File: src/logic/eth_pkg.sv
// Shared types and CRC constants for the Ethernet test frame generator; import where needed

package eth_pkg;

    ////////////////////////////////////////////////////////////////////////////
    // Field widths
    ////////////////////////////////////////////////////////////////////////////

    // One octet on the wire
    typedef logic [7:0]  byte_t;

    // Sent most significant byte first
    typedef logic [47:0] mac_addr_t;

    // Type/length field, high byte first
    typedef logic [15:0] ethertype_t;

    // Payload length, 0 to 2047 bytes
    typedef logic [10:0] len_t;

    typedef logic [31:0] crc_t;

    ////////////////////////////////////////////////////////////////////////////
    // Structs
    ////////////////////////////////////////////////////////////////////////////

    // Per-frame configuration, captured at frame start
    typedef struct packed {
        mac_addr_t  dst_mac;
        mac_addr_t  src_mac;
        ethertype_t ethertype;
        byte_t      payload_pattern;
        len_t       payload_length;
    } frame_cfg_t;

    // One sequencer output per cycle
    typedef struct packed {
        byte_t      data;
        logic       valid;
        logic       crc_en;   // byte is part of the CRC
        logic       fcs;      // FCS slot, data comes from the CRC
        logic       last;     // final FCS slot
        logic [1:0] fcs_idx;
    } seq_beat_t;

    // Sequencer FSM states
    typedef enum logic [2:0] {
        IDLE,
        PREAMBLE,
        SFD,
        DST_MAC,
        SRC_MAC,
        ETHERTYPE,
        PAYLOAD,
        FCS
    } seq_state_t;

    // Ethernet CRC-32, reflected form
    localparam crc_t CRC_INIT      = 32'hFFFF_FFFF;
    localparam crc_t CRC_POLY_REFL = 32'hEDB8_8320;

endpackage

File: src/logic/frame_sequencer.sv
// Frame FSM that captures the configuration and emits one header, payload or FCS-slot beat per clock
`timescale 1ns/1ps

module frame_sequencer import eth_pkg::*; #(
    parameter int PREAMBLE_BYTES = 7
) (
    input  logic       clk,
    input  logic       reset,
    input  logic       enable_r,
    input  frame_cfg_t cfg,
    output seq_beat_t  beat
);

    localparam len_t PRE_LAST = len_t'(PREAMBLE_BYTES - 1);

    seq_state_t state;
    seq_state_t state_nxt;
    len_t       cnt;
    len_t       cnt_nxt;
    seq_beat_t  beat_nxt;
    frame_cfg_t frame_r;

    // Byte idx of a MAC address, high byte first
    function automatic byte_t mac_byte(input mac_addr_t mac, input logic [2:0] idx);
        return mac[8 * (5 - idx) +: 8];
    endfunction

    ////////////////////////////////////////////////////////////////////////////
    // Next state and next beat
    ////////////////////////////////////////////////////////////////////////////

    always_comb begin
        state_nxt = state;
        cnt_nxt   = cnt;
        beat_nxt  = '0;

        // Low enable pauses the frame where it is
        if (enable_r) begin
            case (state)
                IDLE: begin
                    state_nxt = PREAMBLE;
                    cnt_nxt   = '0;
                end

                PREAMBLE: begin
                    beat_nxt.valid = 1'b1;
                    beat_nxt.data  = 8'h55;
                    if (cnt == PRE_LAST) begin
                        state_nxt = SFD;
                        cnt_nxt   = '0;
                    end else begin
                        cnt_nxt = cnt + 1'b1;
                    end
                end

                SFD: begin
                    beat_nxt.valid = 1'b1;
                    beat_nxt.data  = 8'hD5;
                    state_nxt      = DST_MAC;
                end

                DST_MAC: begin
                    beat_nxt.valid  = 1'b1;
                    beat_nxt.crc_en = 1'b1;
                    beat_nxt.data   = mac_byte(frame_r.dst_mac, cnt[2:0]);
                    if (cnt == len_t'(5)) begin
                        state_nxt = SRC_MAC;
                        cnt_nxt   = '0;
                    end else begin
                        cnt_nxt = cnt + 1'b1;
                    end
                end

                SRC_MAC: begin
                    beat_nxt.valid  = 1'b1;
                    beat_nxt.crc_en = 1'b1;
                    beat_nxt.data   = mac_byte(frame_r.src_mac, cnt[2:0]);
                    if (cnt == len_t'(5)) begin
                        state_nxt = ETHERTYPE;
                        cnt_nxt   = '0;
                    end else begin
                        cnt_nxt = cnt + 1'b1;
                    end
                end

                ETHERTYPE: begin
                    beat_nxt.valid  = 1'b1;
                    beat_nxt.crc_en = 1'b1;
                    beat_nxt.data   = cnt[0] ? frame_r.ethertype[7:0]
                                             : frame_r.ethertype[15:8];
                    if (cnt[0]) begin
                        cnt_nxt = '0;
                        // Empty payload goes straight to the FCS
                        if (frame_r.payload_length == '0) begin
                            state_nxt = FCS;
                        end else begin
                            state_nxt = PAYLOAD;
                        end
                    end else begin
                        cnt_nxt = cnt + 1'b1;
                    end
                end

                PAYLOAD: begin
                    beat_nxt.valid  = 1'b1;
                    beat_nxt.crc_en = 1'b1;
                    // Counting pattern, wraps mod 256
                    beat_nxt.data   = frame_r.payload_pattern + cnt[7:0];
                    if (cnt == frame_r.payload_length - 1'b1) begin
                        state_nxt = FCS;
                        cnt_nxt   = '0;
                    end else begin
                        cnt_nxt = cnt + 1'b1;
                    end
                end

                FCS: begin
                    beat_nxt.valid   = 1'b1;
                    beat_nxt.fcs     = 1'b1;
                    beat_nxt.fcs_idx = cnt[1:0];
                    if (cnt[1:0] == 2'd3) begin
                        beat_nxt.last = 1'b1;
                        state_nxt     = IDLE;
                        cnt_nxt       = '0;
                    end else begin
                        cnt_nxt = cnt + 1'b1;
                    end
                end

                default: begin
                    state_nxt = IDLE;
                    cnt_nxt   = '0;
                end
            endcase
        end
    end

    ////////////////////////////////////////////////////////////////////////////
    // Registers
    ////////////////////////////////////////////////////////////////////////////

    always_ff @(posedge clk or posedge reset) begin
        if (reset) begin
            state <= IDLE;
            cnt   <= '0;
            beat  <= '0;
        end else begin
            state <= state_nxt;
            cnt   <= cnt_nxt;
            beat  <= beat_nxt;
        end
    end

    // Config is frozen for the whole frame
    always_ff @(posedge clk) begin
        if (state == IDLE && enable_r) begin
            frame_r <= cfg;
        end
    end

    a_no_crc_in_fcs: assert property (
        @(posedge clk) disable iff (reset)
        beat.valid |-> !(beat.crc_en && beat.fcs)
    );

endmodule

File: src/logic/crc32_engine.sv
// Byte-wide Ethernet CRC-32 accumulator fed by the sequencer beats, restarted every frame
`timescale 1ns/1ps

module crc32_engine import eth_pkg::*; (
    input  logic      clk,
    input  logic      reset,
    input  seq_beat_t beat,
    output crc_t      crc
);

    logic restart;
    crc_t crc_folded;

    // One byte, LSB first, reflected polynomial
    function automatic crc_t crc_byte(input crc_t c_in, input byte_t d);
        crc_t c;
        c = c_in ^ {24'h0, d};
        for (int i = 0; i < 8; i++) begin
            if (c[0]) begin
                c = (c >> 1) ^ CRC_POLY_REFL;
            end else begin
                c = c >> 1;
            end
        end
        return c;
    endfunction

    ////////////////////////////////////////////////////////////////////////////
    // Accumulator
    ////////////////////////////////////////////////////////////////////////////

    // Preamble and delimiter beats; the delimiter is the last load before the header
    assign restart    = beat.valid && !beat.crc_en && !beat.fcs;
    assign crc_folded = crc_byte(crc, beat.data);

    always_ff @(posedge clk or posedge reset) begin
        if (reset) begin
            crc <= CRC_INIT;
        end else if (restart) begin
            crc <= CRC_INIT;
        end else if (beat.valid && beat.crc_en) begin
            crc <= crc_folded;
        end
    end

    // Unknown bytes would poison the rest of the frame
    a_known_crc_data: assert property (
        @(posedge clk) disable iff (reset)
        beat.valid && beat.crc_en |-> !$isunknown(beat.data)
    );

endmodule

File: src/logic/fcs_inserter.sv
// Output stage that puts the complemented CRC into the FCS slots and drives the transmit stream
`timescale 1ns/1ps

module fcs_inserter import eth_pkg::*; (
    input  logic      clk,
    input  logic      reset,
    input  seq_beat_t beat,
    input  crc_t      crc,
    output byte_t     tx_data,
    output logic      tx_valid,
    output logic      tx_done
);

    crc_t  fcs_word;
    byte_t fcs_byte;
    byte_t out_byte;

    ////////////////////////////////////////////////////////////////////////////
    // Byte select
    ////////////////////////////////////////////////////////////////////////////

    // FCS goes out complemented, lowest byte first
    assign fcs_word = ~crc;
    assign fcs_byte = fcs_word[8 * beat.fcs_idx +: 8];
    assign out_byte = beat.fcs ? fcs_byte : beat.data;

    ////////////////////////////////////////////////////////////////////////////
    // Output register
    ////////////////////////////////////////////////////////////////////////////

    always_ff @(posedge clk or posedge reset) begin
        if (reset) begin
            tx_data  <= '0;
            tx_valid <= 1'b0;
            tx_done  <= 1'b0;
        end else begin
            tx_valid <= beat.valid;
            tx_done  <= beat.last;
            // Data holds between beats
            if (beat.valid) begin
                tx_data <= out_byte;
            end
        end
    end

    a_done_with_valid: assert property (
        @(posedge clk) disable iff (reset)
        tx_done |-> tx_valid
    );

endmodule

File: src/logic/eth_frame_gen.sv
// Top level of the Ethernet test frame generator; registers the inputs and wires the pipeline
`timescale 1ns/1ps

module eth_frame_gen import eth_pkg::*; #(
    parameter int PREAMBLE_BYTES = 7
) (
    input  logic       clk,
    input  logic       reset,
    input  logic       enable,
    input  mac_addr_t  src_mac,
    input  mac_addr_t  dst_mac,
    input  ethertype_t ethertype,
    input  byte_t      payload_pattern,
    input  len_t       payload_length,
    output byte_t      tx_data,
    output logic       tx_valid,
    output logic       tx_done
);

    logic       enable_r;
    frame_cfg_t cfg_r;
    seq_beat_t  beat;
    crc_t       crc;

    ////////////////////////////////////////////////////////////////////////////
    // Input register
    ////////////////////////////////////////////////////////////////////////////

    always_ff @(posedge clk or posedge reset) begin
        if (reset) begin
            enable_r <= 1'b0;
            cfg_r    <= '0;
        end else begin
            enable_r              <= enable;
            cfg_r.dst_mac         <= dst_mac;
            cfg_r.src_mac         <= src_mac;
            cfg_r.ethertype       <= ethertype;
            cfg_r.payload_pattern <= payload_pattern;
            cfg_r.payload_length  <= payload_length;
        end
    end

    ////////////////////////////////////////////////////////////////////////////
    // Pipeline
    ////////////////////////////////////////////////////////////////////////////

    frame_sequencer #(
        .PREAMBLE_BYTES (PREAMBLE_BYTES)
    ) u_seq (
        .clk      (clk),
        .reset    (reset),
        .enable_r (enable_r),
        .cfg      (cfg_r),
        .beat     (beat)
    );

    // Runs beside the sequencer, one beat behind
    crc32_engine u_crc (
        .clk   (clk),
        .reset (reset),
        .beat  (beat),
        .crc   (crc)
    );

    fcs_inserter u_fcs (
        .clk      (clk),
        .reset    (reset),
        .beat     (beat),
        .crc      (crc),
        .tx_data  (tx_data),
        .tx_valid (tx_valid),
        .tx_done  (tx_done)
    );

endmodule

File: config.mk
export PLATFORM = sky130hd
export DESIGN_NAME = eth_frame_gen
export DESIGN_NICKNAME = d
export VERILOG_FILES = /design/src/logic/eth_pkg.sv /design/src/logic/frame_sequencer.sv /design/src/logic/crc32_engine.sv /design/src/logic/fcs_inserter.sv /design/src/logic/eth_frame_gen.sv
export SDC_FILE = /design/constraint.sdc
export NUM_CORES = 1
export LEC_CHECK = 0
export BUFFER_PORTS_ARGS = -buffer_cell sky130_fd_sc_hd__buf_2
export CORE_ASPECT_RATIO = 1.75
export CORE_MARGIN = 1
export CORE_UTILIZATION = 25
export CTS_CLUSTER_SIZE = 28
export DETAILED_ROUTE_END_ITERATION = 16
export PLACE_DENSITY = 0.42
export SYNTH_ARGS = -nofsm -noshare
export SYNTH_HDL_FRONTEND = slang
export SYNTH_SLANG_ARGS = --single-unit
File: constraint.sdc
create_clock -name clk -period 13.7 [get_ports clk]
set_clock_uncertainty 0.2 [all_clocks]
set_input_delay 2.055 -clock clk [delete_from_list [all_inputs] [get_ports clk]]
set_output_delay 2.055 -clock clk [all_outputs]
set_load 0.02 [all_outputs]
### After elaboration in Yosys (flattened, before gate mapping)

Cells that the tools add are included.

* bits in registers: 333
* bits of input ports: 134
* output and inout port bits: 10
* word-level logic and storage cells: 104

* $add $sub $neg: 4
* equal/unequal tests: 17
* shift operators: 3
* muxes and demuxes: 32
* bitwise gates (word level): 10
* reduce and logical (&&, ||, !) cells: 15

Operator list (count)
* $mux W32: 10
* $not A13 Y14: 8
* $shiftx A48 B33 Y8: 2
* $pmux W11 S6: 1
* $mux W11: 5
* $pmux W8 S6: 1
* $not A32 Y32: 1
* $shiftx A32 B6 Y8: 1
* $xor A32 B8 Y32: 1
* $pmux W3 S8: 1
* $eq A11 B3 Y1 const B: 2
* $mux W3: 6
* $mux W8: 2
* $mux W14: 1
* $eq A3 B3 Y1 const B: 4
* $ne A2 B1 Y1 const B: 6
* $add A11 B1 Y11 const B: 1
* $eq A11 B11 Y1: 1
* $logic_not A11 Y1: 1
* $sub A11 B1 Y11 const B: 1
* $add A8 B8 Y8: 1
* $reduce_and A7 Y1: 1
* $reduce_or A7 Y1: 1
* $eq A3 B2 Y1 const B: 2
* 13 further kinds: 20

### Depth between registers and ports, before layout

* word-level depth: 19
* mapped depth: 13
* mapped depth without buffers: 11

### Cells and area by module

Synthesis repeated with hierarchy kept, for this count alone.

* cell total of the unflattened synthesis: 830
* area, all modules: 13143.9 um^2

By module, submodules not included
* frame_sequencer: instances 1, cells an instance 482, area each 7094.3 um^2, seq. area each 4634.4 um^2
* eth_frame_gen: instances 1, cells an instance 133, area each 3306.9 um^2, seq. area each 3303.2 um^2
* crc32_engine: instances 1, cells an instance 167, area each 2127.0 um^2, seq. area each 840.8 um^2
* fcs_inserter: instances 1, cells an instance 48, area each 615.6 um^2, seq. area each 250.2 um^2

### Worst setup path after synthesis

No wires, ideal clock.

* path kind: reg-to-reg
* from: register u_seq.state[0]
* to: register u_seq.frame_r[0] in the netlist's numbering (enable)
* setup time: 0.506 ns
* arrival time: 4.077 ns
* data required time: 12.994 ns
* slack: 8.917 ns
* cell stages (with the launch flop): 5
* buffers on the path: 2
* clock period less this slack: 4.783 ns
* path through: dfrtp_1 -> clkbuf_1 -> clkbuf_1 -> nor3_1 -> and2_1

* longest elaborated chain between the ends: 2

RTL lines
* from (decl): RTL line frame_sequencer.sv:16 `seq_state_t state;`
* from (signal assigned): RTL line frame_sequencer.sv:148 `state <= state_nxt;`
* $logic_not A3 Y1: RTL line frame_sequencer.sv:156 `if (state == IDLE && enable_r) begin`
* $logic_and A1 B1 Y1: RTL line frame_sequencer.sv:156
* to (signal assigned): RTL line frame_sequencer.sv:157 `frame_r <= cfg;`
* to (decl): RTL line frame_sequencer.sv:21 `frame_cfg_t frame_r;`

No other way between the ends.
A chain may end at the register's enable or synchronous reset.

### Worst setup path after layout

* from: register u_fcs.tx_data[3]
* to: output tx_data[3]

RTL lines
* from (decl): RTL line fcs_inserter.sv:9 `output byte_t tx_data,`
* from (signal assigned): RTL line fcs_inserter.sv:41 `tx_data <= out_byte;`
* to (decl): RTL line eth_frame_gen.sv:15 `output byte_t tx_data,`

No word-level cell between the ends.

==> impl_metrics.tcl <==
set metrics [dict create \
    grt_pass1_wl_um 45900 \
    async_flop_share 0.607 \
    synth_mux_area_frac 0.0782 \
    synth-seq-area-share 0.708 \
    portBuffers 143 \
    path_cells "buf_2" \
    grt_antenna_before_repair 3 \
    num_rows 109 \
    synth-edff-count 131 \
    slowest_delay_ns 0.38 \
    status "complete, no violations" \
    maxUsedRoutingLayer "met5" \
    avgSynthCellArea_um2 15.9 \
    r2r_end "u_seq.state[0]" \
    holdPathStages 0 \
    r2r_slack_ns 10.34 \
    synth_compound_area_frac 0.0694 \
    cp.depth 1 \
    setup_violations 0 \
    cts_root_buffer "clkbuf_16" \
    crit_fanout 2 \
    met3_length_um 1330 \
    timing.final.ws_setup_ns 10.30 \
    num_vias 6968 \
    grt.overflow.total 0 \
    ioPinCount 144 \
    clk_pin_slew_worst_paths_ns 0.07 \
    path_delay_family "flip-flops" \
    die_y_um 301 \
    initial_core_util 0.253 \
    syn_inst 800 \
    clk_path_buf_depth 3 \
    worstSetupPathType "reg -> out" \
    yosysUniqueCellTypes 61 \
    p_leak_nw 5.90 \
    layout-drive-gt1-share 0.304 \
    startpoint "u_fcs.tx_data[3]" \
    grt_pass1_vias 7676 \
    finalHoldViolCount 0 \
    numCtsBuffers 31 \
    hp-class "reg -> reg" \
    dp_slack_ns 9.91 \
    rr_startpoint "u_seq.frame_r[0]" \
    dp_hpwl_um 20900 \
    wl_um 29700 \
    r2r_cells 10 \
    critPathArrivalTime_ns 1.14 \
    drt_iter0_markers 311 \
    htree_levels 1 \
    die-area_um2 51900 \
    grt_usage 0.116 \
    syn-num-nets 948 \
    n_antenna_cell 0 \
    finalWeightedCongestion 0.782 \
    grt_max_degree 92 \
    critical_path_required_ns 11.44 \
    yosysWarningCount 0 \
    nNetsFinal 1097 \
    yosys.area_share.xor_xnor 0.0653 \
    coreArea_um2 50500 \
    end_kind "output pin" \
    maxSlewViolCount 0 \
    yosys_register_bits 333 \
    synth_top_family_by_area "multiplexers" \
    peakVddDrop_uv 94.5 \
    tightest_slew_ns 1.20 \
    syn_area_um2 12700 \
    route.detailed.drc 0 \
    clock.fmax_ghz 0.294 \
    yosys.area_share.simple 0.0495 \
    fin_crit_ns 3.40 \
    fin_tns_setup_ns 0 \
    fin_crit_sh 0.248 \
    firstDrtPassIters 4 \
    start_kind "flop" \
    clock_latency_ns 0.60 \
    cap_violations 0 \
    p_per_area_nw_per_um2 217 \
    synth_fa_ha_area_frac 0.0143 \
    postCtsHoldBufs 0 \
    cpMaxStageDelayCell "dfrtp_1" \
    vias_per_cell 4.25 \
    die_w_um 173 \
    critPathBufInv 1 \
    wl_met1_um 10700 \
    syn_to_final_growth_pct 20.6 \
    wire_per_inst_um 18.1 \
    rsz0062_at_grt "no" \
    post-cts-setup-buffers 0 \
    routed-wl-met2_um 16600 \
    antenna_left 0 \
    ys.flop_type "dfrtp_1" \
    cts_resized 0 \
    slew_headroom 0.200 \
    clock_sinks 333 \
    cts_tree "yes" \
    worstSetupEndpoint "tx_data[3]" \
]
[cell type report]
cell class	instances	area (um^2)
clock inverters	22	280
inverters	13	56.3
multi-input cells	419	3550
flip-flops and latches	333	9030
clock buffers	36	856
repair buffers	151	776
well taps	666	833
fillers	5127	35100
[registers in the layout, indices dropped and copies added (netlist names)]
| register | count |
|---|---|
| enable_r | 1 |
| u_crc.crc | 32 |
| u_seq.state | 3 |
| u_fcs.tx_valid | 1 |
| u_fcs.tx_data | 8 |
| u_seq.beat | 14 |
| cfg_r | 131 |
| u_fcs.tx_done | 1 |
| u_seq.frame_r | 131 |
| u_seq.cnt | 11 |
[layout by cell type, fill, tap and decap left out, drive strengths merged, types with 3 or more instances in the layout]
cell / netlist / layout
or2: 5 / 5
mux2i: 16 / 16
nand2b: 3 / 3
dfstp: 32 / 32
xor2: 21 / 21
a21boi: 5 / 5
nand4: 4 / 4
clkinv: 0 / 7
buf: 7 / 151
xnor2: 74 / 74
a22oi: 4 / 4
nor2b: 7 / 7
a31oi: 5 / 5
nor4: 4 / 4
a21o: 9 / 9
edfxtp: 131 / 131
nor2: 30 / 30
clkinvlp: 0 / 3
clkbuf: 28 / 36
o21ai: 26 / 26
a21oi: 21 / 21
or4: 4 / 4
dfrtp: 170 / 170
a221oi: 6 / 6
inv: 13 / 21
nor3: 8 / 8
nand3: 16 / 16
and3: 3 / 3
mux4: 32 / 32
nand2: 31 / 31
bufinv: 0 / 4
o22a: 32 / 32
ha: 13 / 13
mux2: 10 / 10
[cells in the mapped netlist (8+ instances only)]
cell type | n | area (um^2)
nand2_1 | 31 | 116
mux2_2 | 9 | 101
o21ai_0 | 23 | 115
mux2i_1 | 16 | 160
a21o_1 | 9 | 67.6
a21oi_1 | 21 | 105
ha_1 | 13 | 163
clkbuf_1 | 27 | 101
xor2_1 | 21 | 184
nor2_1 | 30 | 113
xnor2_1 | 74 | 648
dfrtp_1 | 170 | 4250
o22a_1 | 32 | 280
nor3_1 | 8 | 40.0
mux4_2 | 32 | 721
inv_1 | 13 | 48.8
nand3_1 | 16 | 80.1
edfxtp_1 | 131 | 3930
dfstp_2 | 32 | 841
[where the power goes]
part / switching [W] / internal, W / total (W)
Combinational: 0.000626 / 0.000528 / 0.00115
Sequential: 0.000100 / 0.00116 / 0.00126
Clock: 0.000398 / 0.000536 / 0.000934
Total: 0.00112 / 0.00222 / 0.00334
[per-stage QoR]
stage	util	power (W)	cell area, um^2	std cells	hold WS [ns]
2_1_floorplan	-	0.00213	12700	800	0.131
3_3_place_gp	0.282	0.00246	14200	1582	0.146
3_5_place_dp	0.282	0.00246	14200	1582	0.140
4_1_cts	0.305	0.00342	15400	1640	0.156
5_1_grt	0.305	0.00355	15400	1640	0.169
6_report	0.305	0.00334	15400	1640	0.156
[metal layers]
| layer | global-route usage | vias up |
|---|---|---|
| li1 | - | 3233 |
| met1 | 0.122 | 3509 |
| met2 | 0.228 | 172 |
| met3 | 0.0202 | 48 |
| met4 | 0.0453 | 6 |
| met5 | 0 | - |
[how the worst min path moves through the flow]
stage / from / endpoint / slack (ns)
final: u_seq.beat[2] / u_fcs.tx_done / 0.16
after global routing: u_seq.beat[2] / u_fcs.tx_done / 0.17
after CTS: u_seq.beat[2] / u_fcs.tx_done / 0.16
after detailed placement: u_seq.beat[2] / u_fcs.tx_done / 0.14
after global placement: u_seq.beat[2] / u_fcs.tx_done / 0.15
after floorplan: u_seq.beat[2] / u_fcs.tx_done / 0.13
[cells by family (layout without fill, tap and decap cells)]
group	Yosys count	after routing
simple gates	126	126
flops	333	333
buf+inv	48	222
compound gates	126	126
xor+xnor	95	95
fa+ha+maj	14	14
mux	58	58
Power figures use the tool's default switching activity.
